### src/source/ram_1r1w.sv
// ~~~~~~~~~~~~~~~~~~~~~~~~~~~~~~
// Storage array, one sync write port
// and one combinational read port
// ~~~~~~~~~~~~~~~~~~~~~~~~~~~~~~
`timescale 1ns/10ps

module ram_1r1w #(
	parameter type data_t = logic [7:0],
	parameter int depth = 8
) (
	input  logic                     clk,
	input  logic                     wen,
	input  logic [$clog2(depth)-1:0] waddr,
	input  data_t                    wdata,
	input  logic [$clog2(depth)-1:0] raddr,
	output data_t                    rdata
);

	data_t mem [depth];

	always_ff @(posedge clk) begin
		if (wen)
			mem[waddr] <= wdata;
	end

	assign rdata = mem[raddr];

endmodule

### config.mk
export PLATFORM = sky130hd
export DESIGN_NAME = ram_1r1w
export DESIGN_NICKNAME = d
export VERILOG_FILES = /design/src/source/ram_1r1w.sv
export SDC_FILE = /design/constraint.sdc
export NUM_CORES = 1
export LEC_CHECK = 0
export BUFFER_PORTS_ARGS = -buffer_cell sky130_fd_sc_hd__buf_2
export CAP_MARGIN = 20
export CORE_MARGIN = 4
export CORE_UTILIZATION = 30
export DETAILED_ROUTE_END_ITERATION = 7
export PLACE_DENSITY_LB_ADDON = 0.08
export SKIP_CTS_REPAIR_TIMING = 1
export SYNTH_ARGS = -nofsm -noshare
export SYNTH_HDL_FRONTEND = slang
export SYNTH_SLANG_ARGS = --single-unit
### constraint.sdc
create_clock -name clk -period 1.5 [get_ports clk]
set_clock_uncertainty 0.15 [all_clocks]
set_input_delay 0.075 -clock clk [delete_from_list [all_inputs] [get_ports clk]]
set_output_delay 0.075 -clock clk [all_outputs]
set_load 0.005 [all_outputs]
==> impl_metrics.toml <==
[grt]
grt_usage = 0.105
grt_use_met1 = 0.145
gr-usage-met2 = 0.148
antenna_found_initial = 0
grt_util_met3 = 0.0271
grt_max_degree = 17
busiest_layer = "met2"
grt_pass1_vias = 1235
grt_pass1_wl_um = 7280
grt_overflow_total = 0

[synth]
synth-seq-cells = 64
mappedNetlistNets = 122
synth_edf_count = 64
async_flop_share = 0
syn-cell-area_um2 = 2530
synth.most_common_cell = "edfxtp_1"
synth_top_area_frac = 0.759
ys_top_cells_by_count = "64 x edfxtp_1, 15 x mux4_1, 8 x mux2_2"
ys_warn_count = 0
ys_types = 13
syn_inst = 106
synth_top_cell_by_area = "edfxtp_1"
synth_seq_area_share = 0.759
synthTopCellsByArea = "edfxtp_1 76%, mux4_1 16%, mux2_2 3.6%"
synth.avg_cell_area_um2 = 23.9
synth_ff_type = "edfxtp_1"

[drt]
wirelength_um = 4960
drc = 0
via_count = 1221
routedWlPerCell_um = 18.6
drt_iter0_drc = 109
ant_nets = 0
first_pass_iters = 4
vias_per_cell = 4.57

[floorplan]
die_area_um2 = 9970
row_count = 33
die_width_um = 99.9
die_h_um = 99.9
pin_count = 24
core_um2 = 8220
start_util = 0.308

[cells_and_area]
area_growth_pct = 23.3
layout-drive-gt1-share = 0.463
regMostFlops = "mem"
final_cells = 267
nets = 173
n_antenna_cell = 0
fin_area_um2 = 3120
largest_reg_flops = 64
largestRegisters = "mem x64"

[power_and_ir_drop]
power_density_nw_per_um2 = 1140
cellLeakagePower_nw = 1.07
ir_drop_mv = 0.399

[place]
dp.cells = 243
routabilityCongestion = 0.729
place_hpwl_um = 3060
dpl_cell_area_um2 = 2860
port_buffers = 23

[run_status]
failed_checks = "negative setup slack"
outcome = "finished, violations left"

[timing]
finalWorstSetupSlack_ps = -311
maxSlewViolCount = 0
clock.fmax_mhz = 552
tightest_slew_ps = 338
period_needed_ps = 1810
whs_ps = 81.0
setup_viol = 8
finalHoldViolCount = 0
slew_headroom = 0.775
post-route-period-util = 1.21
rsz0062_at_grt = "yes"

[clock_network]
cts_tree = "done"
cts_buffers = 9
clock-sinks = 64
htree_levels = 3
path_clk_slew_ps = 70
cts_buffer_depth = 2
clock_tree.root_cell = "clkbuf_8"

[job]
max_cap_violations = 0

[setup_path]
start_kind = "register"
crit_arrival_ps = 1590
worstSetupEndpointType = "output port"
cp_max_fo = 1
setup.worst_path.class = "register to output port"
required_ps = 1270

[worst_hold_path]
hold_path_class = "input port to register"
hold_path_depth = 3
metrics by stage:
| step | setup WS, ps | power [W] | util | TNS [ps] |
|---|---|---|---|---|
| final | -311 | 0.00355 | 0.380 | -2330 |
| after global routing | -368 | 0.00371 | 0.380 | -2800 |
| after CTS | -384 | 0.00353 | 0.368 | -2810 |
| after detailed placement | -61.6 | 0.00232 | 0.349 | -381 |
| after global placement | -58.1 | 0.00231 | 0.349 | -371 |
| after floorplan | 114 | 0.00220 | - | 0 |
worst max-delay path, cell delays in order (launching register included):
cell	delay, ps
edfxtp_1	380
mux4_2	470
mux2_4	290
buf_6	120
where the power goes:
group	total [W]	leakage [nW]	internal, W	switching, W
clock network	0.00121	0.0822	0.000580	0.000631
registers	0.00204	0.581	0.00203	0.0000133
logic	0.000296	0.407	0.000172	0.000124
total	0.00355	1.07	0.00278	0.000768
kinds of logic (layout without fill, tap and decap cells):
family        after synthesis  count (layout)  share of synthesized area
flops                      64              64                      0.759
mux                        24              24                      0.200
simple gates               13              13                     0.0232
buf+inv                     5              61                     0.0173
metal layers:
layer  part of all wire  up-vias  wire (um)
met3              0.043       10        211
met2               0.44       40       2180
li1                   -      544          -
met1               0.49      627       2450
met4              0.022        0        108
met5                  0        -          0
path summary, 6_finish.rpt:
kind                                start                   to  slack (ps)
worst max-delay path  mem[4][7]$_DFFE_PP_             rdata[7]        -310
worst min-delay path             waddr[1]  mem[0][6]$_DFFE_PP_          80
final cells by class:
type                       count  area, um^2
sequential                    64        1920
multi-input combinational     37         536
tap                          105         131
fill                         753        5100
clock inverter                 7        38.8
clock buffer                   9         124
timing repair buffer          45         369
layout by cell type (no fill, tap or decap):
master	count
buf_12	2
buf_2	16
buf_4	12
buf_6	7
clkbuf_8	9
clkinv_1	1
clkinv_2	4
clkinvlp_4	2
dlygate4sd3_1	8
edfxtp_1	64
mux2_2	2
mux2_4	6
mux4_1	1
mux4_2	15
nand2_1	2
nand2b_1	3
nor2_1	6
nor3_1	2
Power figures use the tool's default switching activity.
