### config.mk
export PLATFORM = sky130hd
export DESIGN_NAME = mem_arbiter_flat
export DESIGN_NICKNAME = d
export VERILOG_FILES = /design/src/common/mon_pkg.sv /design/src/common/mem_bus_if.sv /design/src/source/mem_arbiter.sv /design/src/flat_wrapper.sv
export SDC_FILE = /design/constraint.sdc
export NUM_CORES = 1
export LEC_CHECK = 0
export BUFFER_PORTS_ARGS = -buffer_cell sky130_fd_sc_hd__buf_2
export CAP_MARGIN = 20
export CORE_AREA = 2 2 88 90
export DETAILED_ROUTE_END_ITERATION = 16
export DIE_AREA = 0 0 90 92
export PLACE_DENSITY = 0.66
export SLEW_MARGIN = 20
export SYNTH_ARGS = -nofsm -noshare
export SYNTH_HDL_FRONTEND = slang
export SYNTH_SLANG_ARGS = --single-unit
### constraint.sdc
create_clock -name clk -period 2.65 [get_ports clk]
set_clock_uncertainty 0.05 [all_clocks]
set_input_delay 0.265 -clock clk [delete_from_list [all_inputs] [get_ports clk]]
set_output_delay 0.265 -clock clk [all_outputs]
set_load 0.005 [all_outputs]
### src/common/mon_pkg.sv
// ~~~~~~~~~~~~~~~~~~~~~~~~~~~~~~
// Debug monitor definitions: memory
// geometry and command/reply byte codes
// ~~~~~~~~~~~~~~~~~~~~~~~~~~~~~~

package mon_pkg;

	// shared memory is 256 words of 32 bits
	localparam int mem_depth = 256;

	typedef logic [31:0] word_t;
	typedef logic [7:0] mem_addr_t;

	// command opcodes
	localparam logic [7:0] cmd_write = 8'h57;
	localparam logic [7:0] cmd_read = 8'h52;

	// reply codes
	localparam logic [7:0] rsp_ok = 8'h4b;
	localparam logic [7:0] rsp_bad = 8'h3f;

endpackage

### src/common/mem_bus_if.sv
// ~~~~~~~~~~~~~~~~~~~~~~~~~~~~~~
// Word memory request bus, req/ack
// ~~~~~~~~~~~~~~~~~~~~~~~~~~~~~~
`timescale 1ns/10ps

interface mem_bus_if import mon_pkg::*; ();

	logic req;
	logic we;
	mem_addr_t addr;
	word_t wdata;
	logic ack;
	word_t rdata;

	// request stays stable until the ack pulse
	modport requester (output req, output we, output addr, output wdata,
		input ack, input rdata);

	modport arbiter (input req, input we, input addr, input wdata,
		output ack, output rdata);

endinterface

### src/source/mem_arbiter.sv
// ~~~~~~~~~~~~~~~~~~~~~~~~~~~~~~
// Round-robin arbiter, monitor and host
// sharing one word memory
// ~~~~~~~~~~~~~~~~~~~~~~~~~~~~~~
`timescale 1ns/10ps

module mem_arbiter import mon_pkg::*; (
	input  logic      clk,
	input  logic      rst_n,
	mem_bus_if.arbiter mon,
	mem_bus_if.arbiter host,
	output logic      ram_wen,
	output mem_addr_t ram_addr,
	output word_t     ram_wdata,
	input  word_t     ram_rdata
);

	logic acc_valid;
	logic acc_host;
	logic prio_host;
	logic ack_mon_q;
	logic ack_host_q;
	logic mon_elig;
	logic host_elig;
	logic grant_host;
	logic grant_mon;
	word_t rdata_q;

	// a side in its ack cycle still shows req, skip it
	assign mon_elig = mon.req && !ack_mon_q;
	assign host_elig = host.req && !ack_host_q;
	assign grant_host = !acc_valid && host_elig && (!mon_elig || prio_host);
	assign grant_mon = !acc_valid && mon_elig && !grant_host;

	always_ff @(posedge clk or negedge rst_n) begin
		if (!rst_n) begin
			acc_valid <= 1'b0;
			acc_host <= 1'b0;
			prio_host <= 1'b1;
			ack_mon_q <= 1'b0;
			ack_host_q <= 1'b0;
		end else begin
			acc_valid <= grant_host || grant_mon;
			if (grant_host || grant_mon) begin
				acc_host <= grant_host;
				prio_host <= grant_mon;
			end
			ack_host_q <= acc_valid && acc_host;
			ack_mon_q <= acc_valid && !acc_host;
		end
	end

	// access happens in the cycle after the grant
	assign ram_wen = acc_valid && (acc_host ? host.we : mon.we);
	assign ram_addr = acc_host ? host.addr : mon.addr;
	assign ram_wdata = acc_host ? host.wdata : mon.wdata;

	always_ff @(posedge clk) begin
		if (acc_valid)
			rdata_q <= ram_rdata;
	end

	assign mon.ack = ack_mon_q;
	assign mon.rdata = rdata_q;
	assign host.ack = ack_host_q;
	assign host.rdata = rdata_q;

endmodule

### src/flat_wrapper.sv
// flat-port wrapper written by rule: the top's interface ports become plain ports
module mem_arbiter_flat import mon_pkg::*;
  (clk, rst_n, ram_wen, ram_addr, ram_wdata, ram_rdata, mon_req, mon_we, mon_addr, mon_wdata, mon_ack, mon_rdata, host_req, host_we, host_addr, host_wdata, host_ack, host_rdata);
  mem_bus_if mon_i ();
  mem_bus_if host_i ();
  input  logic clk;
  input  logic rst_n;
  output logic ram_wen;
  output mem_addr_t ram_addr;
  output word_t ram_wdata;
  input  word_t ram_rdata;
  input wire logic [$bits(mon_i.req)-1:0] mon_req;
  input wire logic [$bits(mon_i.we)-1:0] mon_we;
  input wire logic [$bits(mon_i.addr)-1:0] mon_addr;
  input wire logic [$bits(mon_i.wdata)-1:0] mon_wdata;
  output wire logic [$bits(mon_i.ack)-1:0] mon_ack;
  output wire logic [$bits(mon_i.rdata)-1:0] mon_rdata;
  input wire logic [$bits(host_i.req)-1:0] host_req;
  input wire logic [$bits(host_i.we)-1:0] host_we;
  input wire logic [$bits(host_i.addr)-1:0] host_addr;
  input wire logic [$bits(host_i.wdata)-1:0] host_wdata;
  output wire logic [$bits(host_i.ack)-1:0] host_ack;
  output wire logic [$bits(host_i.rdata)-1:0] host_rdata;
  assign mon_i.req = mon_req;
  assign mon_i.we = mon_we;
  assign mon_i.addr = mon_addr;
  assign mon_i.wdata = mon_wdata;
  assign mon_ack = mon_i.ack;
  assign mon_rdata = mon_i.rdata;
  assign host_i.req = host_req;
  assign host_i.we = host_we;
  assign host_i.addr = host_addr;
  assign host_i.wdata = host_wdata;
  assign host_ack = host_i.ack;
  assign host_rdata = host_i.rdata;
  mem_arbiter u_core (.clk(clk), .rst_n(rst_n), .mon(mon_i), .host(host_i), .ram_wen(ram_wen), .ram_addr(ram_addr), .ram_wdata(ram_wdata), .ram_rdata(ram_rdata));
endmodule
==> out/metrics.cfg <==
[detailed_routing]
vias = 1706
drc_errors = 0
drt_wl_total_um = 5040
vias_per_cell = 4.00
dr.pass1.iters = 4
postRouteAntennaNets = 0
drt_iter0_drc = 20
detail_route.wl_per_cell_um = 11.8

[sta]
timing_hold_violations_final = 0
finalSetupTns_ns = 0
max_freq_ghz = 0.514
timing.final.crit_share_pct = 73.4
slew_headroom_pct = 63.2
finalCriticalPeriod_ns = 1.94
fin_ws_ns = 0.706
slew_violations = 0
rsz0062_at_grt = no
worstMarginPinSlew_ns = 0.552
setup_viol_count_final = 0

[global_route]
grt_pass1_wl_um = 7670
grt_start_max_net_pins = 45
grtUsageTotal_pct = 11.5
grt_pass1_vias = 1608
overflow = 0
grt_antenna_before_repair = 0

[final_layout]
final_cell_mix = buf_2, mux2_1, edfxtp_1
area_growth_pct = 55.8
fin_cells = 426
final_layout_size_suffix_gt1_share_pct = 73.1
antenna_cells = 0
mostFrequentLayoutCell = buf_2
final_net_count = 441

[power_and_ir_drop]
power.density_mw_per_mm2 = 825
p_leak_uw = 0.00151
peakVddDrop_uv = 285
total_power_uw = 2470

[placed_design]
dp.cells = 417
place_congestion = 0.762
place_ws_ns = 1.02
post-dp-hpwl_um = 4210
io_buffers = 224

[outcome]
status = finished, final reports clean

[die]
ios = 225
num_rows = 32
fp.dieW_um = 90
initial_core_util_pct = 25.8
die_y_um = 92
die_area_mm2 = 0.00828
coreArea_mm2 = 0.00745

[logic_synthesis]
synth_top_cell_by_area = edfxtp_1
synthCells = 126
synth.net_count = 244
netlist_top_cells_area = edfxtp_1, mux2_1, buf_4
synth_top_area_share_pct = 50.0
syn-cell-area_mm2 = 0.00192
seq_area_frac_synth_pct = 56.6
synth_cell_types = 17
synth-seq-cells = 37
yosysWarnings = 0
syn_avg_cell_area_um2 = 15.2

[critical_path]
crit_family = buffers and inverters
reg2reg_depth = 3
crit_slowest_cell = buf_4
end_kind = output port
arrival_ns = 1.63
required_ns = 2.34
crit_chain = buf_4 -> mux2_1 -> buf_2
cp_num_buf_inv = 2
critPathCapture = ram_wdata[27]
r2r_end = u_core.acc_host
start_kind = flip-flop
critPathMaxStageDelay_ns = 0.45
startpoint = u_core.acc_host
crit_type = flip-flop to output port
path_depth = 3
r2r_setup_slack_ns = 1.39
critPathMaxFanout = 44
rr_startpoint = u_core.acc_valid

[clocking]
cts_inserted_buffers = 5
clkLatencyLatePin_ns = 0.28
cts_root_buffer = clkbuf_8
cts_resized = 0
path_clk_slew_ns = 0.08
clock_path_buffers = 2
h-tree-depth = 2
cts_tree = yes
cts.sinks = 37

[worst_hold_path]
min_path_type = input port to flip-flop

[run]
maxCapViolations = 0

-- power by group --
group          leakage (µW)  total [µW]  internal (µW)  switching, µW
Clock             0.0000455         377            182            195
Sequential         0.000368         962            880           82.5
Combinational       0.00110        1130            592            537
Total               0.00151        2470           1650            815
-- stage by stage --
| step | util (%) | hold WS, ns | instance area [µm²] |
|---|---|---|---|
| floorplan | - | -0.0806 | 1920 |
| detailed placement | 38.9 | 0.0367 | 2900 |
| global route | 40.2 | 0.0799 | 2990 |
| global placement | 38.9 | 0.0336 | 2900 |
| CTS | 40.2 | 0.0869 | 2990 |
| finish | 40.2 | 0.0981 | 2990 |
-- worst register-to-register path, stage by stage (launching register included) --
cell and delay, ns:
dfrtp_1 0.38, buf_4 0.27, nor3b_1 0.34, a22o_1 0.17
-- cell families after synthesis --
kind of cell | Yosys count | share of synthesized area, %
multiplexers | 42 | 24.5
flip-flops | 37 | 56.6
buffers and inverters | 37 | 15.0
AND/OR/NAND/NOR | 8 | 3.13
AO/OA/AOI/OAI | 2 | 0.716
-- routing by layer --
layer	share of wire (%)	GRT usage (%)	wire length [µm]	vias to the layer above
met4	0.85	4.23	43	0
met2	51	19.8	2580	104
met5	0	0	0	-
met3	8.1	3.45	408	6
li1	-	-	-	814
met1	40	13.7	2000	782
-- worst min path at each step --
stage / startpoint / end / slack (ns) / cells past startpoint
3_5_place_dp: rst_n / u_core.host.ack / 0.04 / 1
5_1_grt: ram_rdata[12] / u_core.host.rdata[12] / 0.08 / 1
3_3_place_gp: rst_n / u_core.host.ack / 0.03 / 1
6_report: ram_rdata[19] / u_core.host.rdata[19] / 0.1 / 1
2_1_floorplan: rst_n / u_core.acc_host / -0.08 / 0
4_1_cts: ram_rdata[0] / u_core.host.rdata[0] / 0.09 / 1
-- timing repair --
action | 4_1_cts | 5_1_grt
setup buffers | 0 | 0
hold buffers | 1 | 0
hold endpoints to repair | 5 | 0
-- state kept, by name, summed over array words and instances, names as in the netlist --
register,flops
u_core.host.rdata,32
u_core.acc_host,1
u_core.acc_valid,1
u_core.host.ack,1
u_core.mon.ack,1
u_core.prio_host,1
-- synthesized netlist by cell type --
cell,count
a22o_1,1
or3b_1,1
dfstp_2,1
a21oi_1,1
or3b_2,1
nand2b_1,2
buf_4,35
edfxtp_1,32
and2_2,1
mux2_1,40
nor3b_1,1
mux2i_1,2
nor2b_1,1
buf_8,1
buf_6,1
nor2b_2,1
dfrtp_1,4
-- area by class of cell --
class,count,area [µm²]
clock inverters,3,17.5
fillers,747,4460
well taps,102,128
repair buffers,227,1150
clock buffers,5,68.8
flip-flops and latches,37,1090
multi-input cells,52,544
Note: power is estimated with default switching activity, not from simulation.
