### src/common/mon_pkg.sv
// ~~~~~~~~~~~~~~~~~~~~~~~~~~~~~~
// Debug monitor definitions: memory
// geometry and command/reply byte codes
// ~~~~~~~~~~~~~~~~~~~~~~~~~~~~~~

package mon_pkg;

	// shared memory is 256 words of 32 bits
	localparam int mem_depth = 256;

	typedef logic [31:0] word_t;
	typedef logic [7:0] mem_addr_t;

	// command opcodes
	localparam logic [7:0] cmd_write = 8'h57;
	localparam logic [7:0] cmd_read = 8'h52;

	// reply codes
	localparam logic [7:0] rsp_ok = 8'h4b;
	localparam logic [7:0] rsp_bad = 8'h3f;

endpackage

### src/common/uart_pkg.sv
// ~~~~~~~~~~~~~~~~~~~~~~~~~~~~~~
// UART constants shared by the serial
// front end: baud timing and FIFO sizing
// ~~~~~~~~~~~~~~~~~~~~~~~~~~~~~~

package uart_pkg;

	// 100 MHz clock, 921600 bps
	localparam int bit_period = 109;

	// start edge to middle of start bit
	localparam int half_period = 54;

	// width of the baud counters
	localparam int baud_cnt_w = $clog2(bit_period + 1);

	// rx and tx FIFO geometry
	localparam int fifo_depth = 8;
	localparam int fifo_ptr_w = 3;

	typedef logic [7:0] byte_t;

endpackage

### src/common/mem_bus_if.sv
// ~~~~~~~~~~~~~~~~~~~~~~~~~~~~~~
// Word memory request bus, req/ack
// ~~~~~~~~~~~~~~~~~~~~~~~~~~~~~~
`timescale 1ns/10ps

interface mem_bus_if import mon_pkg::*; ();

	logic req;
	logic we;
	mem_addr_t addr;
	word_t wdata;
	logic ack;
	word_t rdata;

	// request stays stable until the ack pulse
	modport requester (output req, output we, output addr, output wdata,
		input ack, input rdata);

	modport arbiter (input req, input we, input addr, input wdata,
		output ack, output rdata);

endinterface

### src/monitor/monitor_cmd.sv
// ~~~~~~~~~~~~~~~~~~~~~~~~~~~~~~
// Command interpreter: byte frames in,
// memory word access, reply bytes out
// ~~~~~~~~~~~~~~~~~~~~~~~~~~~~~~
`timescale 1ns/10ps

module monitor_cmd import uart_pkg::*, mon_pkg::*; (
	input  logic      clk,
	input  logic      rst_n,
	output logic      rx_rden,
	input  byte_t     rx_rdata,
	input  logic      rx_dvalid,
	output byte_t     tx_wdata,
	output logic      tx_wten,
	input  logic      tx_full,
	mem_bus_if.requester mem
);

	typedef enum logic [2:0] {st_op, st_addr, st_data, st_mem, st_reply} state_t;

	state_t state;
	logic is_write;
	logic [1:0] byte_idx;
	logic [2:0] reply_left;
	mem_addr_t addr_q;
	word_t wdata_q;
	word_t reply_q;

	// command bytes are only taken outside the access and reply phases
	assign rx_rden = rx_dvalid && (state == st_op || state == st_addr || state == st_data);

	assign tx_wten = (state == st_reply) && !tx_full;
	assign tx_wdata = reply_q[31:24];

	assign mem.req = (state == st_mem);
	assign mem.we = is_write;
	assign mem.addr = addr_q;
	assign mem.wdata = wdata_q;

	always_ff @(posedge clk or negedge rst_n) begin
		if (!rst_n) begin
			state <= st_op;
			is_write <= 1'b0;
			byte_idx <= '0;
			reply_left <= '0;
		end else begin
			case (state)
				st_op: begin
					if (rx_dvalid && (rx_rdata == cmd_write || rx_rdata == cmd_read)) begin
						is_write <= (rx_rdata == cmd_write);
						state <= st_addr;
					end else if (rx_dvalid) begin
						// unknown opcode gets a single error byte
						reply_left <= 3'd1;
						state <= st_reply;
					end
				end
				st_addr: begin
					if (rx_dvalid) begin
						byte_idx <= '0;
						state <= is_write ? st_data : st_mem;
					end
				end
				st_data: begin
					if (rx_dvalid) begin
						byte_idx <= byte_idx + 2'd1;
						if (byte_idx == 2'd3)
							state <= st_mem;
					end
				end
				st_mem: begin
					if (mem.ack) begin
						reply_left <= is_write ? 3'd1 : 3'd4;
						state <= st_reply;
					end
				end
				st_reply: begin
					if (!tx_full) begin
						reply_left <= reply_left - 3'd1;
						if (reply_left == 3'd1)
							state <= st_op;
					end
				end
				default: state <= st_op;
			endcase
		end
	end

	// address, write word and reply shifter
	always_ff @(posedge clk) begin
		case (state)
			st_op: begin
				if (rx_dvalid)
					reply_q <= {rsp_bad, 24'h0};
			end
			st_addr: begin
				if (rx_dvalid)
					addr_q <= rx_rdata;
			end
			st_data: begin
				// msb arrives first
				if (rx_dvalid)
					wdata_q <= {wdata_q[23:0], rx_rdata};
			end
			st_mem: begin
				if (mem.ack)
					reply_q <= is_write ? {rsp_ok, 24'h0} : mem.rdata;
			end
			st_reply: begin
				if (!tx_full)
					reply_q <= {reply_q[23:0], 8'h00};
			end
			default: ;
		endcase
	end

endmodule

### src/flat_wrapper.sv
// flat-port wrapper written by rule: the top's interface ports become plain ports
module monitor_cmd_flat import uart_pkg::*, mon_pkg::*;
  (clk, rst_n, rx_rden, rx_rdata, rx_dvalid, tx_wdata, tx_wten, tx_full, mem_req, mem_we, mem_addr, mem_wdata, mem_ack, mem_rdata);
  mem_bus_if mem_i ();
  input  logic clk;
  input  logic rst_n;
  output logic rx_rden;
  input  byte_t rx_rdata;
  input  logic rx_dvalid;
  output byte_t tx_wdata;
  output logic tx_wten;
  input  logic tx_full;
  output wire logic [$bits(mem_i.req)-1:0] mem_req;
  output wire logic [$bits(mem_i.we)-1:0] mem_we;
  output wire logic [$bits(mem_i.addr)-1:0] mem_addr;
  output wire logic [$bits(mem_i.wdata)-1:0] mem_wdata;
  input wire logic [$bits(mem_i.ack)-1:0] mem_ack;
  input wire logic [$bits(mem_i.rdata)-1:0] mem_rdata;
  assign mem_req = mem_i.req;
  assign mem_we = mem_i.we;
  assign mem_addr = mem_i.addr;
  assign mem_wdata = mem_i.wdata;
  assign mem_i.ack = mem_ack;
  assign mem_i.rdata = mem_rdata;
  monitor_cmd u_core (.clk(clk), .rst_n(rst_n), .rx_rden(rx_rden), .rx_rdata(rx_rdata), .rx_dvalid(rx_dvalid), .tx_wdata(tx_wdata), .tx_wten(tx_wten), .tx_full(tx_full), .mem(mem_i));
endmodule
### config.mk
export PLATFORM = sky130hd
export DESIGN_NAME = monitor_cmd_flat
export DESIGN_NICKNAME = d
export VERILOG_FILES = /design/src/common/mon_pkg.sv /design/src/common/uart_pkg.sv /design/src/common/mem_bus_if.sv /design/src/monitor/monitor_cmd.sv /design/src/flat_wrapper.sv
export SDC_FILE = /design/constraint.sdc
export NUM_CORES = 1
export LEC_CHECK = 0
export BUFFER_PORTS_ARGS = -buffer_cell sky130_fd_sc_hd__buf_2
export CORE_MARGIN = 3
export CORE_UTILIZATION = 40
export CTS_BUF_LIST = sky130_fd_sc_hd__clkbuf_8
export CTS_CLUSTER_DIAMETER = 50
export DETAILED_ROUTE_END_ITERATION = 7
export MAX_ROUTING_LAYER = met4
export PLACE_DENSITY = 0.69
export SLEW_MARGIN = 5
export SYNTH_ARGS = -nofsm -noshare
export SYNTH_HDL_FRONTEND = slang
export SYNTH_SLANG_ARGS = --single-unit
### constraint.sdc
create_clock -name clk -period 4.6 [get_ports clk]
set_input_delay 0.69 -clock clk [delete_from_list [all_inputs] [get_ports clk]]
set_output_delay 0.69 -clock clk [all_outputs]
set_load 0.05 [all_outputs]
==> flow_results.xml <==
<?xml version="1.0" encoding="UTF-8"?>
<metrics>
  <group name="setup_path">
    <metric name="crit_slowest_cell" unit="">dfrtp_1</metric>
    <metric name="r2r_end" unit="">u_core.reply_left[1]$_DFFE_PN0P_</metric>
    <metric name="r2r.worst_path.cells" unit="">6</metric>
    <metric name="cp_max_fo" unit="">14</metric>
    <metric name="critical_path.startpoint_type" unit="">flip-flop</metric>
    <metric name="criticalPathCategory" unit="">flip-flop to output port</metric>
    <metric name="setup.worst_path.start" unit="">u_core.state[0]$_DFFE_PN0P_</metric>
    <metric name="end_kind" unit="">output port</metric>
    <metric name="timing.rr.start" unit="">u_core.state[0]$_DFFE_PN0P_</metric>
    <metric name="cp_data_required_time" unit="ns">3.91</metric>
    <metric name="crit_path_cell_trace" unit="">nor2_2 -&gt; nand2_1 -&gt; nor2_1 -&gt; buf_2</metric>
    <metric name="critical_path.endpoint" unit="">tx_wten</metric>
    <metric name="critPathArrivalTime" unit="ns">1.99</metric>
    <metric name="ff2ff_setup_slack" unit="ns">2.35</metric>
    <metric name="cp_slowest_stage_delay" unit="ns">0.55</metric>
  </group>
  <group name="power_and_ir_drop">
    <metric name="switching_power" unit="W">0.0006443</metric>
    <metric name="switching_share" unit="%">32.51</metric>
    <metric name="internal" unit="W">0.001338</metric>
    <metric name="clockPowerShare" unit="%">23.4</metric>
    <metric name="power" unit="W">0.001982</metric>
    <metric name="ir_drop" unit="V">0.0002104</metric>
    <metric name="seqPwrFrac" unit="%">52.7</metric>
    <metric name="power.density" unit="mW/mm^2">503.2</metric>
    <metric name="combPwrFrac" unit="%">23.9</metric>
    <metric name="power.leakage" unit="nW">1.548</metric>
  </group>
  <group name="yosys">
    <metric name="synth_compound_area_share" unit="%">10.57</metric>
    <metric name="syn-cell-area" unit="mm^2">0.003244</metric>
    <metric name="synth_cells" unit="">205</metric>
    <metric name="yosys.area_share.adder" unit="%">1.157</metric>
    <metric name="synth.area.mux_share" unit="%">0.4628</metric>
    <metric name="yosys_warnings" unit="">0</metric>
    <metric name="synth-seq-cells" unit="">81</metric>
    <metric name="synth_seq_area_share" unit="%">73.58</metric>
    <metric name="synthesis.nets" unit="">253</metric>
    <metric name="yosysUniqueCellTypes" unit="">43</metric>
    <metric name="synth-simple-area-share" unit="%">9.988</metric>
    <metric name="syn_avg_cell_area" unit="um^2">15.83</metric>
    <metric name="yosys.area_share.xor_xnor" unit="%">0.2700</metric>
    <metric name="synth_top_family_by_area" unit="">compound AO/OA/AOI/OAI gates</metric>
  </group>
  <group name="clock_network">
    <metric name="h-tree-depth" unit="">3</metric>
    <metric name="cts-buffers-inserted" unit="">9</metric>
    <metric name="worstSkewPairLatency" unit="ns">0.34</metric>
    <metric name="max-clock-path-buffers" unit="">2</metric>
    <metric name="clock_sinks" unit="">81</metric>
    <metric name="clk_pin_slew" unit="ns">0.09</metric>
    <metric name="number_of_buffers_inserted_for_hold_repair_after_clock_tree_synthesis" unit="">0</metric>
    <metric name="postCtsResizedCells" unit="">0</metric>
    <metric name="cts_setup_buffers" unit="">0</metric>
    <metric name="cts_tree" unit="">done</metric>
    <metric name="clock-root-buffer" unit="">clkbuf_8</metric>
  </group>
  <group name="sta">
    <metric name="fin_skew" unit="ns">0.01066</metric>
    <metric name="max-slew-margin-rel" unit="%">35.63</metric>
    <metric name="worst_pin_slew" unit="ns">0.9624</metric>
    <metric name="fmaxAchievable" unit="MHz">373.3</metric>
    <metric name="fin_setup_tns" unit="ns">0</metric>
    <metric name="hold_viol_final" unit="">0</metric>
    <metric name="final_worst_path_cycle_share" unit="%">58.23</metric>
    <metric name="post_route_worst_hold_slack" unit="ns">0.1899</metric>
    <metric name="report.final.setup_viol" unit="">0</metric>
    <metric name="rsz0062_at_grt" unit="">no</metric>
    <metric name="timing_max_transition_violations_final" unit="">0</metric>
    <metric name="final.min_clock_period" unit="ns">2.679</metric>
    <metric name="timing.final.ws_setup" unit="ns">1.921</metric>
  </group>
  <group name="floorplanning">
    <metric name="num_io_pins" unit="">97</metric>
    <metric name="die_area" unit="mm^2">0.009228</metric>
    <metric name="die_h" unit="um">96.06</metric>
    <metric name="initial_utilization" unit="%">41.55</metric>
    <metric name="chipWidth" unit="um">96.06</metric>
    <metric name="placement_rows" unit="">32</metric>
    <metric name="fp.coreArea" unit="mm^2">0.007807</metric>
  </group>
  <group name="job">
    <metric name="drv_cap" unit="">0</metric>
  </group>
  <group name="route">
    <metric name="drc" unit="">0</metric>
    <metric name="num_vias" unit="">1978</metric>
    <metric name="detailroute.wirelength.met3" unit="um">506</metric>
    <metric name="post_drt_wl_per_cell" unit="um">14.95</metric>
    <metric name="detail_route.iter0.violations" unit="">153</metric>
    <metric name="highest-signal-layer" unit="">met4</metric>
    <metric name="drt_pre_antenna_iters" unit="">4</metric>
    <metric name="detail-route-antenna-nets" unit="">0</metric>
    <metric name="via_per_inst" unit="">4.884</metric>
    <metric name="detail_route.wirelength.met1" unit="um">2638</metric>
    <metric name="wl_met2" unit="um">2841</metric>
    <metric name="route.final.wire_length" unit="um">6055</metric>
  </group>
  <group name="finish">
    <metric name="area_growth_syn_to_layout" unit="%">21.40</metric>
    <metric name="seq_area" unit="mm^2">0.002387</metric>
    <metric name="antenna_cells" unit="">0</metric>
    <metric name="finish.instance_area" unit="mm^2">0.003939</metric>
    <metric name="finalNetCount" unit="">346</metric>
    <metric name="area_occupied_by_multi_input_gates" unit="um^2">733.2</metric>
    <metric name="layout-drive-gt1-share" unit="%">41.25</metric>
    <metric name="fillers" unit="">694</metric>
  </group>
  <group name="grt">
    <metric name="first_global_vias" unit="">1856</metric>
    <metric name="grt.overflow.total" unit="">0</metric>
    <metric name="grt.total_usage" unit="%">13.57</metric>
    <metric name="maximum_number_of_pins_on_one_net_before_global_route_repair" unit="">35</metric>
    <metric name="antenna_found_initial" unit="">0</metric>
    <metric name="grt_pass1_wl" unit="um">9114</metric>
  </group>
  <group name="place">
    <metric name="gp_congestion" unit="">0.8228</metric>
    <metric name="dpl_worst_slack" unit="ns">2.278</metric>
    <metric name="detailed_place.area" unit="mm^2">0.003762</metric>
    <metric name="io_buffer_count" unit="">96</metric>
    <metric name="detailed_place_hpwl" unit="um">4293</metric>
  </group>
  <group name="min_path">
    <metric name="holdCritPathClass" unit="">primary input to asynchronous set/reset pin</metric>
  </group>
  <group name="run_status">
    <metric name="outcome" unit="">completed</metric>
  </group>
</metrics>
worst min-delay path by stage:
stage | end | slack, ns | cells past startpoint
global route | u_core.reply_left[1]$_DFFE_PN0P_ | 0.19 | 1
global placement | u_core.mem.wdata[9]$_DFFE_PP_ | 0.43 | 0
floorplan | u_core.byte_idx[0]$_DFFE_PN0P_ | 0.39 | 0
detailed placement | u_core.mem.wdata[9]$_DFFE_PP_ | 0.43 | 0
CTS | u_core.reply_left[1]$_DFFE_PN0P_ | 0.18 | 1
finish | u_core.reply_left[0]$_DFFE_PN0P_ | 0.19 | 1
stage by stage:
step / std cells / util, %
6_report: 405 / 50.45
3_3_place_gp: 389 / 48.19
5_1_grt: 405 / 50.45
2_1_floorplan: 205 / -
3_5_place_dp: 389 / 48.19
4_1_cts: 405 / 50.45
critical path: cells and delay by family (launching register included):
| kind | cells | cell delay (ns) |
|---|---|---|
| flops | 1 | 0.55 |
| buf+inv | 1 | 0.29 |
| simple gates | 3 | 0.80 |
layer usage:
metal / up-vias / track usage (%)
li1: 967 / -
met5: - / -
met4: 0 / 4.976
met3: 7 / 4.378
met2: 71 / 20.41
met1: 933 / 17.21
power groups by stage:
| stage | combinational [W] | clock, W | sequential (W) |
|---|---|---|---|
| 6_report | 0.000475 | 0.000463 | 0.00104 |
| 5_1_grt | 0.000519 | 0.000508 | 0.00106 |
| 4_1_cts | 0.000478 | 0.000478 | 0.00104 |
| 3_5_place_dp | 0.000477 | 0 | 0.00106 |
| 3_3_place_gp | 0.000468 | 0 | 0.00105 |
| 2_1_floorplan | 0.000425 | 0 | 0.00103 |
cells in the final DEF (no fill, tap or decap), types with 2 or more instances in the layout:
cell / count
buf_2: 96
edfxtp_1: 72
a22o_1: 18
and2_1: 10
nor2_1: 9
clkbuf_8: 9
dfrtp_1: 9
a21oi_1: 8
nand2_1: 6
nand2b_1: 5
o21ai_0: 5
inv_1: 4
o22a_1: 3
a31oi_1: 3
nor4bb_1: 3
ha_1: 3
clkinvlp_4: 3
nor2_2: 2
nor3_2: 2
nor3b_1: 2
o31ai_1: 2
nand4_1: 2
nor3_1: 2
inv_6: 2
buf_4: 2
cell type report:
class	count	area share (%)
Clock buffer	9	3.145
Clock inverter	7	1.334
Inverter	5	0.4765
Multi-Input combinational cell	103	18.61
Sequential cell	81	60.61
Tap cell	102	3.240
Timing Repair Buffer	98	12.58
Yosys cell counts (all sizes together):
| cell | instances | area [um^2] |
|---|---|---|
| a211oi | 1 | 7.510 |
| a21boi | 1 | 7.510 |
| a21o | 1 | 7.510 |
| a21oi | 8 | 40.04 |
| a22o | 18 | 157.7 |
| a31oi | 3 | 18.77 |
| and2 | 10 | 62.56 |
| and3b | 1 | 8.760 |
| buf | 15 | 106.4 |
| clkbuf | 1 | 3.750 |
| dfrtp | 9 | 225.2 |
| edfxtp | 72 | 2162 |
| ha | 3 | 37.54 |
| inv | 5 | 18.76 |
| mux2 | 1 | 15.01 |
| nand2 | 8 | 40.04 |
| nand2b | 6 | 40.04 |
| nand3 | 2 | 15.01 |
| nand4 | 2 | 12.51 |
| nor2 | 11 | 46.29 |
| nor2b | 1 | 6.260 |
| nor3 | 5 | 41.29 |
| nor3b | 2 | 15.01 |
| nor4bb | 3 | 30.03 |
| o211ai | 1 | 7.510 |
| o21ai | 6 | 30.02 |
| o22a | 3 | 26.28 |
| o2bb2ai | 1 | 8.760 |
| o31ai | 2 | 15.01 |
| o41ai | 1 | 16.27 |
| or3 | 1 | 6.260 |
| xnor2 | 1 | 8.760 |
kinds of logic after synthesis:
kind of cell / Yosys count
AOI/OAI and AO/OA: 46
buffers and inverters: 21
adders and majority gates: 3
muxes: 1
and+or+nand+nor: 52
DFF: 81
xor gates and xnor gates: 1
flip-flops by register name (all words and copies together), names as in the netlist:
signal	cells
u_core.state	3
u_core.mem.addr	8
u_core.reply_left	3
u_core.mem.we	1
u_core.byte_idx	2
u_core.reply_q	32
u_core.mem.wdata	32
Note: power is estimated with default switching activity, not from simulation.
