[src/common/uart_pkg.sv]
// ~~~~~~~~~~~~~~~~~~~~~~~~~~~~~~
// UART constants shared by the serial
// front end: baud timing and FIFO sizing
// ~~~~~~~~~~~~~~~~~~~~~~~~~~~~~~

package uart_pkg;

	// 100 MHz clock, 921600 bps
	localparam int bit_period = 109;

	// start edge to middle of start bit
	localparam int half_period = 54;

	// width of the baud counters
	localparam int baud_cnt_w = $clog2(bit_period + 1);

	// rx and tx FIFO geometry
	localparam int fifo_depth = 8;
	localparam int fifo_ptr_w = 3;

	typedef logic [7:0] byte_t;

endpackage

[src/source/ram_1r1w.sv]
// ~~~~~~~~~~~~~~~~~~~~~~~~~~~~~~
// Storage array, one sync write port
// and one combinational read port
// ~~~~~~~~~~~~~~~~~~~~~~~~~~~~~~
`timescale 1ns/10ps

module ram_1r1w #(
	parameter type data_t = logic [7:0],
	parameter int depth = 8
) (
	input  logic                     clk,
	input  logic                     wen,
	input  logic [$clog2(depth)-1:0] waddr,
	input  data_t                    wdata,
	input  logic [$clog2(depth)-1:0] raddr,
	output data_t                    rdata
);

	data_t mem [depth];

	always_ff @(posedge clk) begin
		if (wen)
			mem[waddr] <= wdata;
	end

	assign rdata = mem[raddr];

endmodule

[src/uart/uart_if.sv]
// ~~~~~~~~~~~~~~~~~~~~~~~~~~~~~~
// UART with oversampled receiver and
// counter-driven transmitter, 8-deep FIFOs
// ~~~~~~~~~~~~~~~~~~~~~~~~~~~~~~
`timescale 1ns/10ps

module uart_if import uart_pkg::*; (
	input  logic  clk,
	input  logic  rst_n,
	input  logic  rx,
	output logic  tx,
	input  logic  rx_rden,
	output byte_t rx_rdata,
	output logic  rx_dvalid,
	input  byte_t tx_wdata,
	input  logic  tx_wten,
	output logic  tx_full
);

	typedef enum logic [1:0] {rx_idle, rx_start, rx_data, rx_stop} rx_state_t;
	typedef enum logic [1:0] {tx_idle, tx_shift, tx_wait} tx_state_t;

	logic rx_meta;
	logic rx_sync;
	logic [4:0] rx_hist;
	logic [2:0] rx_ones;
	logic rx_major;
	logic rx_fall;
	rx_state_t rx_state;
	logic [baud_cnt_w-1:0] rx_cnt;
	logic rx_tick;
	logic [2:0] rx_bit;
	byte_t rx_shift;
	logic rx_push;
	logic [fifo_ptr_w-1:0] rx_wptr;
	logic [fifo_ptr_w-1:0] rx_rptr;
	logic [fifo_ptr_w:0] rx_count;

	tx_state_t tx_state;
	logic [9:0] tx_sr;
	logic [3:0] tx_left;
	logic [baud_cnt_w-1:0] tx_cnt;
	logic tx_tick;
	logic tx_start;
	logic tx_pop;
	byte_t tx_head;
	logic [fifo_ptr_w-1:0] tx_wptr;
	logic [fifo_ptr_w-1:0] tx_rptr;
	logic [fifo_ptr_w:0] tx_count;

	// two sync flops then a five-sample history
	// all of them reset to the idle high level
	always_ff @(posedge clk or negedge rst_n) begin
		if (!rst_n) begin
			rx_meta <= 1'b1;
			rx_sync <= 1'b1;
			rx_hist <= '1;
		end else begin
			rx_meta <= rx;
			rx_sync <= rx_meta;
			rx_hist <= {rx_hist[3:0], rx_sync};
		end
	end

	assign rx_ones = {2'd0, rx_hist[0]} + {2'd0, rx_hist[1]} + {2'd0, rx_hist[2]}
		+ {2'd0, rx_hist[3]} + {2'd0, rx_hist[4]};
	assign rx_major = (rx_ones >= 3'd3);
	assign rx_fall = ~rx_sync & rx_hist[0];
	assign rx_tick = (rx_cnt == baud_cnt_w'(1));

	always_ff @(posedge clk or negedge rst_n) begin
		if (!rst_n) begin
			rx_state <= rx_idle;
			rx_cnt <= '0;
			rx_bit <= '0;
		end else begin
			if (rx_cnt != '0)
				rx_cnt <= rx_cnt - 1'b1;
			case (rx_state)
				rx_idle: begin
					if (rx_fall) begin
						rx_cnt <= baud_cnt_w'(half_period);
						rx_state <= rx_start;
					end
				end
				rx_start: begin
					// high at mid start bit means a glitch
					if (rx_tick && rx_major) begin
						rx_state <= rx_idle;
					end else if (rx_tick) begin
						rx_cnt <= baud_cnt_w'(bit_period);
						rx_bit <= '0;
						rx_state <= rx_data;
					end
				end
				rx_data: begin
					if (rx_tick) begin
						rx_cnt <= baud_cnt_w'(bit_period);
						rx_bit <= rx_bit + 3'd1;
						if (rx_bit == 3'd7)
							rx_state <= rx_stop;
					end
				end
				default: begin
					if (rx_tick)
						rx_state <= rx_idle;
				end
			endcase
		end
	end

	// lsb arrives first and enters at the top
	always_ff @(posedge clk) begin
		if (rx_state == rx_data && rx_tick)
			rx_shift <= {rx_major, rx_shift[7:1]};
	end

	// bad stop bit drops the frame
	assign rx_push = (rx_state == rx_stop) && rx_tick && rx_major;

	always_ff @(posedge clk or negedge rst_n) begin
		if (!rst_n) begin
			rx_wptr <= '0;
			rx_rptr <= '0;
			rx_count <= '0;
		end else begin
			if (rx_push)
				rx_wptr <= rx_wptr + 1'b1;
			if (rx_rden)
				rx_rptr <= rx_rptr + 1'b1;
			if (rx_push && !rx_rden)
				rx_count <= rx_count + 1'b1;
			else if (rx_rden && !rx_push)
				rx_count <= rx_count - 1'b1;
		end
	end

	assign rx_dvalid = (rx_count != '0);

	ram_1r1w #(.data_t(byte_t), .depth(fifo_depth)) i_rx_fifo (
		.clk   (clk),
		.wen   (rx_push),
		.waddr (rx_wptr),
		.wdata (rx_shift),
		.raddr (rx_rptr),
		.rdata (rx_rdata)
	);

	// transmit FIFO
	always_ff @(posedge clk or negedge rst_n) begin
		if (!rst_n) begin
			tx_wptr <= '0;
			tx_rptr <= '0;
			tx_count <= '0;
		end else begin
			if (tx_wten)
				tx_wptr <= tx_wptr + 1'b1;
			if (tx_pop)
				tx_rptr <= tx_rptr + 1'b1;
			if (tx_wten && !tx_pop)
				tx_count <= tx_count + 1'b1;
			else if (tx_pop && !tx_wten)
				tx_count <= tx_count - 1'b1;
		end
	end

	assign tx_full = (tx_count == (fifo_ptr_w + 1)'(fifo_depth));

	ram_1r1w #(.data_t(byte_t), .depth(fifo_depth)) i_tx_fifo (
		.clk   (clk),
		.wen   (tx_wten),
		.waddr (tx_wptr),
		.wdata (tx_wdata),
		.raddr (tx_rptr),
		.rdata (tx_head)
	);

	assign tx_tick = (tx_cnt == baud_cnt_w'(1));
	assign tx_start = (tx_state == tx_idle) && (tx_count != '0);
	// pop once the stop bit has been on the line for a full period
	assign tx_pop = (tx_state == tx_shift) && tx_tick && (tx_left == 4'd0);

	always_ff @(posedge clk or negedge rst_n) begin
		if (!rst_n) begin
			tx_state <= tx_idle;
			tx_sr <= '1;
			tx_left <= '0;
			tx_cnt <= '0;
		end else begin
			if (tx_cnt != '0)
				tx_cnt <= tx_cnt - 1'b1;
			case (tx_state)
				tx_idle: begin
					if (tx_start) begin
						tx_sr <= {1'b1, tx_head, 1'b0};
						tx_left <= 4'd9;
						tx_cnt <= baud_cnt_w'(bit_period);
						tx_state <= tx_shift;
					end
				end
				tx_shift: begin
					if (tx_pop) begin
						tx_state <= tx_wait;
					end else if (tx_tick) begin
						tx_sr <= {1'b1, tx_sr[9:1]};
						tx_left <= tx_left - 4'd1;
						tx_cnt <= baud_cnt_w'(bit_period);
					end
				end
				default: tx_state <= tx_idle;
			endcase
		end
	end

	// stop bit stays in bit 0 through wait and idle
	assign tx = tx_sr[0];

endmodule

[config.mk]
export PLATFORM = sky130hd
export DESIGN_NAME = uart_if
export DESIGN_NICKNAME = d
export VERILOG_FILES = /design/src/common/uart_pkg.sv /design/src/source/ram_1r1w.sv /design/src/uart/uart_if.sv
export SDC_FILE = /design/constraint.sdc
export NUM_CORES = 1
export LEC_CHECK = 0
export BUFFER_PORTS_ARGS = -buffer_cell sky130_fd_sc_hd__buf_2
export CORE_UTILIZATION = 40
export DETAILED_ROUTE_END_ITERATION = 7
export GPL_TIMING_DRIVEN = 1
export PLACE_DENSITY = 0.53
export SYNTH_ARGS = -nofsm -noshare
export SYNTH_HDL_FRONTEND = slang
export SYNTH_SLANG_ARGS = --single-unit
[constraint.sdc]
create_clock -name clk -period 10.2 [get_ports clk]
set_input_delay 2.04 -clock clk [delete_from_list [all_inputs] [get_ports clk]]
set_output_delay 2.04 -clock clk [all_outputs]
set_load 0.01 [all_outputs]
==> results of run 1 <==
==> cell usage in the layout, fill, tap and decap left out, drive strengths merged, types with 3 or more instances in the layout <==
cell	synthesis	final
a21oi	6	6
a22o	3	3
nand2	22	22
fa	4	4
ha	19	19
bufinv	0	3
a21o	3	3
nor4	5	5
nor4b	7	7
mux2i	18	18
nor2b	4	4
xnor2	17	17
nor3	20	20
edfxtp	136	136
a221oi	7	7
clkbuf	11	17
a211oi	3	3
nand2b	5	5
mux2	16	16
a31oi	7	7
or3b	3	3
inv	23	30
dfrtp	45	45
o21ai	16	16
mux4	25	25
dfstp	16	16
xor2	7	7
clkinv	1	5
buf	7	36
nor2	18	18
==> worst max-delay path, stage by stage, from the launching register on <==
cell and delay (ps):
dfrtp_1 1080, mux4_2 610, mux2_2 280, buf_2 140
==> logic make-up (layout without fill, tap and decap cells) <==
group	after synthesis	in the layout	synth area share, %
simple gates	97	97	7.016
buf+inv	42	92	1.987
flops	197	197	68.79
mux	59	59	11.28
xor+xnor	24	24	2.568
compound gates	55	55	4.479
fa+ha+maj	23	23	3.883
==> sequential cells by signal (all words and copies together) (netlist names) <==
signal / cells
rx_count: 4
rx_sync: 1
i_tx_fifo.mem: 64
rx_rptr: 3
rx_cnt: 7
tx_cnt: 7
rx_shift: 8
tx_count: 4
rx_state: 2
tx_state: 2
tx_rptr: 3
rx_meta: 1
rx_wptr: 3
rx_hist: 5
tx_wptr: 3
rx_bit: 3
tx_sr: 9
tx_left: 4
i_rx_fifo.mem: 64
==> power groups by stage <==
stage	clock (mW)	sequential [mW]	combinational (mW)
3_3_place_gp	0	1.13	0.412
3_5_place_dp	0	1.14	0.429
6_report	0.722	1.12	0.420
2_1_floorplan	0	1.07	0.366
4_1_cts	0.741	1.12	0.429
5_1_grt	0.770	1.14	0.476
==> metal layers <==
layer / up-vias / share of wire [%] / routed length (um) / global-route usage (%)
li1: 1977 / - / - / -
met1: 2165 / 49 / 6831 / 19.42
met2: 50 / 47 / 6576 / 23.03
met3: 11 / 2.3 / 325 / 3.459
met4: 0 / 0.99 / 137 / 4.263
met5: - / 0 / 0 / 0
==> area by class of cell <==
cell class | instances | area share, %
clock buffer | 17 | 4.550
clock inverter | 15 | 2.476
inverter | 24 | 0.9636
multi-input combinational | 258 | 25.96
sequential | 197 | 60.22
tap | 265 | 3.547
timing repair buffer | 36 | 2.275
==> worst paths after layout <==
| check | startpoint | endpoint | slack (ps) | cells past startpoint |
|---|---|---|---|---|
| setup / recovery | rx_rptr[0]$_DFFE_PN0P_ | rx_rdata[5] | 5610 | 3 |
| max in group asynchronous | rst_n | rx_wptr[2]$_DFFE_PN0P_ | 7900 | 2 |
| hold reg to reg | rx_meta$_DFF_PN1_ | rx_sync$_DFF_PN1_ | 360 | 0 |
| hold / removal | rx_meta$_DFF_PN1_ | rx_sync$_DFF_PN1_ | 360 | 0 |
| setup reg to reg | rx_hist[0]$_DFF_PN1_ | rx_count[3]$_DFFE_PN0P_ | 6480 | 15 |
| min in group asynchronous | rst_n | tx_wptr[1]$_DFFE_PN0P_ | 1770 | 2 |
==> metrics.txt, run 1 <==
drt wl/cell=17.08 um; Max-Cap Viols=0; syn nets=533; DP Cell Count=780; PortBufs=23; status=finished clean; ys async rst share=30.96%; most frequent cell after synthesis=edfxtp_1; Crit path required time=around 8200 ps; worst slew pin tran=around 1100 ps; Yosys top cell by area=edfxtp_1; clock-pin transition on the worst setup and hold timing paths=~70 ps; fmax=0.2180 GHz; Fin. Hold Viols=0; Layout Utilization=between 40% and 50%; VDD IR max=0.0001252 V; Synth top area share=roughly 50%; Root Driver=clkbuf_16; global-route wire length before repair=23000 um; Setup CP Type=reg -> out; nets=570; Sequential Area=approximately 5600 sq um; final cell count without fillers=812; commonest cells in the netlist=edfxtp_1 (136), dfrtp_1 (45), mux4_2 (25), inv_1 (22), nand2_1 (22); via count=4203; internal power=1.627 mW; Tcrit/Tclk final=44.96%; # fillers=1699; share of cells above drive strength 1=25.41%; Most used DFF post-synth=edfxtp_1; DRT Wirelength=13870 um; post-CTS sizing=0; sequential share of power=49.4%; largest cells by area after synthesis=edfxtp_1 (50%), dfrtp_1 (14%), mux4_2 (6.9%), dfstp_2 (5.1%), ha_1 (2.9%); largest net degree at the start of global routing=62; Clock Power Share=32.0%; postcts setup bufs=0; tightest hold margin=357.1 ps; Sw Ratio=28.00%; Overflow after GRT=0; I/O pins=24; Core Region=19780 sq um; Worst Skew=11.02 ps; worst skew pair latency=430 ps; setup violators final=0; DP Worst Slack=6018 ps; synthesized area per cell=16.47 sq um; Setup WS post-layout=5614 ps; final max-slew violation count=0; # diodes=0; Initial DRT Pass Iterations=4; Final ANT Viol Nets=0; critical path arrival=~2600 ps; area of the multi-input gates=2427 sq um; Setup crit end kind=output port; vias in the first global route=roughly 4400; RSZ-0062 raised after global routing=no; Initial Util=41.38%; Comb pwr share=18.6%; area grow syn2layout=14.22%; Net Sw Power=0.6324 mW; critical path startpoint category=flip-flop; slew margin rel.=26.32%; Min-Delay Path Class=reg -> reg; Sink Count=approximately 200; detailed-route DRC error count=0; maximum clock path buffer count=2; sequential fraction of the synthesis area=68.79%; vias per cell=5.176; post-synthesis cell area=8185 sq um; setup_tns=0 ps; area post-placement=8692 sq um; synthesis-stage register bit count=197; pwr/cell area=between 200 and 250 nW/um^2; Final Wtd Congestion=0.6967; cell count after synthesis=between 400 and 500; Tot Pwr=2.259 mW; GRT Total Usage=14.36%; CTS tree=done; TritonCTS buffer count=17; critical path peak fanout=18; site row count=51; width of the chip=145.1 um; initial antenna violation count=0; Synth cell types=56; Final Instance Area=9349 sq um; leakage=3.342 nW; Vert. Die Dim=145.1 um; DP HPWL=8927 um; synth warn=0; die area=~21000 sq um; Max H-tree Level=4; number of enable flip-flop cells after synthesis=136; fin crit period=roughly 4600 ps; Hold Buf Count CTS=0; initial drt markers=around 180
Note: power is estimated with default switching activity, not from simulation.
==> run 2, diff against run 1 <==
- PLACE_DENSITY: 0.53 -> 0.55
- clock period: 10.2 -> 3.7 ns (I/O delays scaled with it)
==> run 2 against run 1 <==
Die area unchanged; flip-flop and latch count unchanged; sequential power rose to 2.7 times the previous value; critical path depth up 12; critical endpoint is now rx_count[3]$_DFFE_PN0P_; largest cell class unchanged.
==> metrics.txt, run 2 (synthesis results as in run 1) <==
detailed-route DRC error count=0 (unchanged); Initial DRT Pass Iterations=4 (unchanged); status=finished clean; Hold Buf Count CTS=0 (unchanged); critical path arrival=3820 ps (+1270 ps); Largest regs=i_rx_fifo.mem (64), i_tx_fifo.mem (64), tx_sr (9); Sink Count=197 (unchanged); slew margin rel.=28.18% (+1.9 points); global-route wire length before repair=23250 um (+1.1%); site row count=51 (unchanged); Final Wtd Congestion=0.7271 (+4.4%); most frequent cells in the layout=edfxtp_1 (136), dfrtp_1 (45), mux4_2 (25); setup violators final=0 (unchanged); Overflow after GRT=0 (unchanged); CTS tree=done; Clock Power Share=30.7% (-1.3 points); Tot Pwr=6.160 mW (+170%); fmax=0.2890 GHz; Max H-tree Level=4 (unchanged); post-CTS sizing=0 (unchanged); Root Driver=clkbuf_16; via count=4233 (+0.71%); internal power=4.367 mW (+170%); worst skew pair latency=430 ps (about the same); Vert. Die Dim=145.1 um (unchanged); leakage=3.359 nW (+0.52%); postcts setup bufs=0 (unchanged); Sw Ratio=29.10% (+1.1 points); Initial Util=41.38% (unchanged); PortBufs=23 (unchanged); Setup CP Type=reg -> reg; DRT Wirelength=14100 um (+1.7%); Fin. Hold Viols=0 (unchanged); commonest non-fill, non-tap cell in the layout=edfxtp_1; Core Region=19780 sq um (unchanged); initial drt markers=221 (+21%); Setup crit end kind=flip-flop; maximum clock path buffer count=2 (unchanged); largest net degree at the start of global routing=53 (-15%); DP Worst Slack=238.6 ps (-5779 ps); Crit path required time=4060 ps (-4100 ps); sequential share of power=49.2% (-0.2 points); share of cells above drive strength 1=25.86% (+0.45 points); Comb pwr share=20.1% (+1.5 points); GRT Total Usage=14.45% (+0.085 points); I/O pins=24 (unchanged); worst slew pin tran=1075 ps (-30.12 ps); vias in the first global route=4432 (+0.68%); fin crit period=3460 ps; drt wl/cell=17.24 um (+0.91%); DP HPWL=9157 um (+2.6%); vias per cell=5.175 (about the same); R2R setup slack=240 ps (-6240 ps); final max-slew violation count=0 (unchanged); critical path peak fanout=4 (-14); die area=21040 sq um (unchanged); Min-Delay Path Class=in -> async; pwr/cell area=658.6 nW/um^2 (+170%); nets=576 (+1.1%); critical path startpoint category=flip-flop; clock-pin transition on the worst setup and hold timing paths=80 ps (about the same); Final ANT Viol Nets=0 (unchanged); Setup WS post-layout=239.8 ps (-5374 ps); RSZ-0062 raised after global routing=no; Worst Skew=8.711 ps (-2.311 ps); # diodes=0 (unchanged); VDD IR max=0.0003373 V (+170%); Net Sw Power=1.793 mW (+180%); area grow syn2layout=14.26% (about the same); setup_tns=0 ps (unchanged); initial antenna violation count=0 (unchanged); Tcrit/Tclk final=between 90 and 100%; width of the chip=145.1 um (unchanged); Max-Cap Viols=0 (unchanged); TritonCTS buffer count=17 (unchanged)
run 2: changes by cell type in the layout (fill, tap and decap cells not counted):
cell and delta:
buf_4 +6, bufinv_16 -2, clkinv_4 +1, clkinv_8 +1, clkinvlp_4 -1, inv_12 +1, inv_6 +2, inv_8 -2
nor3_1 +2, nor3_2 -2
run 2: per-layer routing:
metal / global-route usage [%] / vias up / share of wire [%]
li1: - / 1978 / -
met1: 18.79 / 2195 / 47
met2: 23.65 / 46 / 49
met3: 3.648 / 14 / 2.5
met4: 4.789 / 0 / 1.0
met5: 0 / - / 0
run 2: cell type report:
cell class,instances,area [sq um]
inverter,24,90.09
timing repair buffer,42,257.7
multi-input combinational,258,2417
clock buffer,17,425.4
tap,265,331.6
fill,1721,10430
clock inverter,15,200.2
sequential,197,5630
run 2: per-stage QoR:
stage                     utilization (%)  hold WS (ps)  instance area, sq um  instances
after CTS                           47.28         158.2                  9353        818
final                               47.28         168.6                  9353        818
after floorplan                         -         345.2                  8185        497
after detailed placement            44.12         346.8                  8727        786
after global routing                47.28         161.8                  9353        818
after global placement              44.12         345.7                  8727        786
run 2: path summary, 6_finish.rpt:
| kind | from | endpoint | cells after the start |
|---|---|---|---|
| worst max-delay path | rx_hist[0]$_DFF_PN1_ | rx_count[3]$_DFFE_PN0P_ | 15 |
| worst min register to register | rx_meta$_DFF_PN1_ | rx_sync$_DFF_PN1_ | 0 |
| worst min-delay path | rst_n | tx_wptr[2]$_DFFE_PN0P_ | 1 |
| min in group clk | rx_meta$_DFF_PN1_ | rx_sync$_DFF_PN1_ | 0 |
| worst max register to register | rx_hist[0]$_DFF_PN1_ | rx_count[3]$_DFFE_PN0P_ | 15 |
| max in group asynchronous | rst_n | rx_bit[1]$_DFFE_PN0P_ | 2 |
run 2: power by group through the flow:
stage	Clock, mW	Combinational, mW	Sequential, mW
global route	2.03	1.39	3.09
global placement	0	1.21	3.06
floorplan	0	1.01	2.95
CTS	1.95	1.27	3.04
detailed placement	0	1.26	3.08
finish	1.89	1.24	3.03
run 2: worst max-delay path, stage by stage, from the launching register on:
cell and delay, ps:
dfstp_2 530, inv_1 60, fa_1 490, fa_1 370, inv_1 60, ha_1 230
a21o_1 230, nand4_2 120, inv_2 50, ha_1 180, inv_1 130, ha_1 250
a21o_1 160, a21oi_1 170, mux2i_1 230, xnor2_1 130
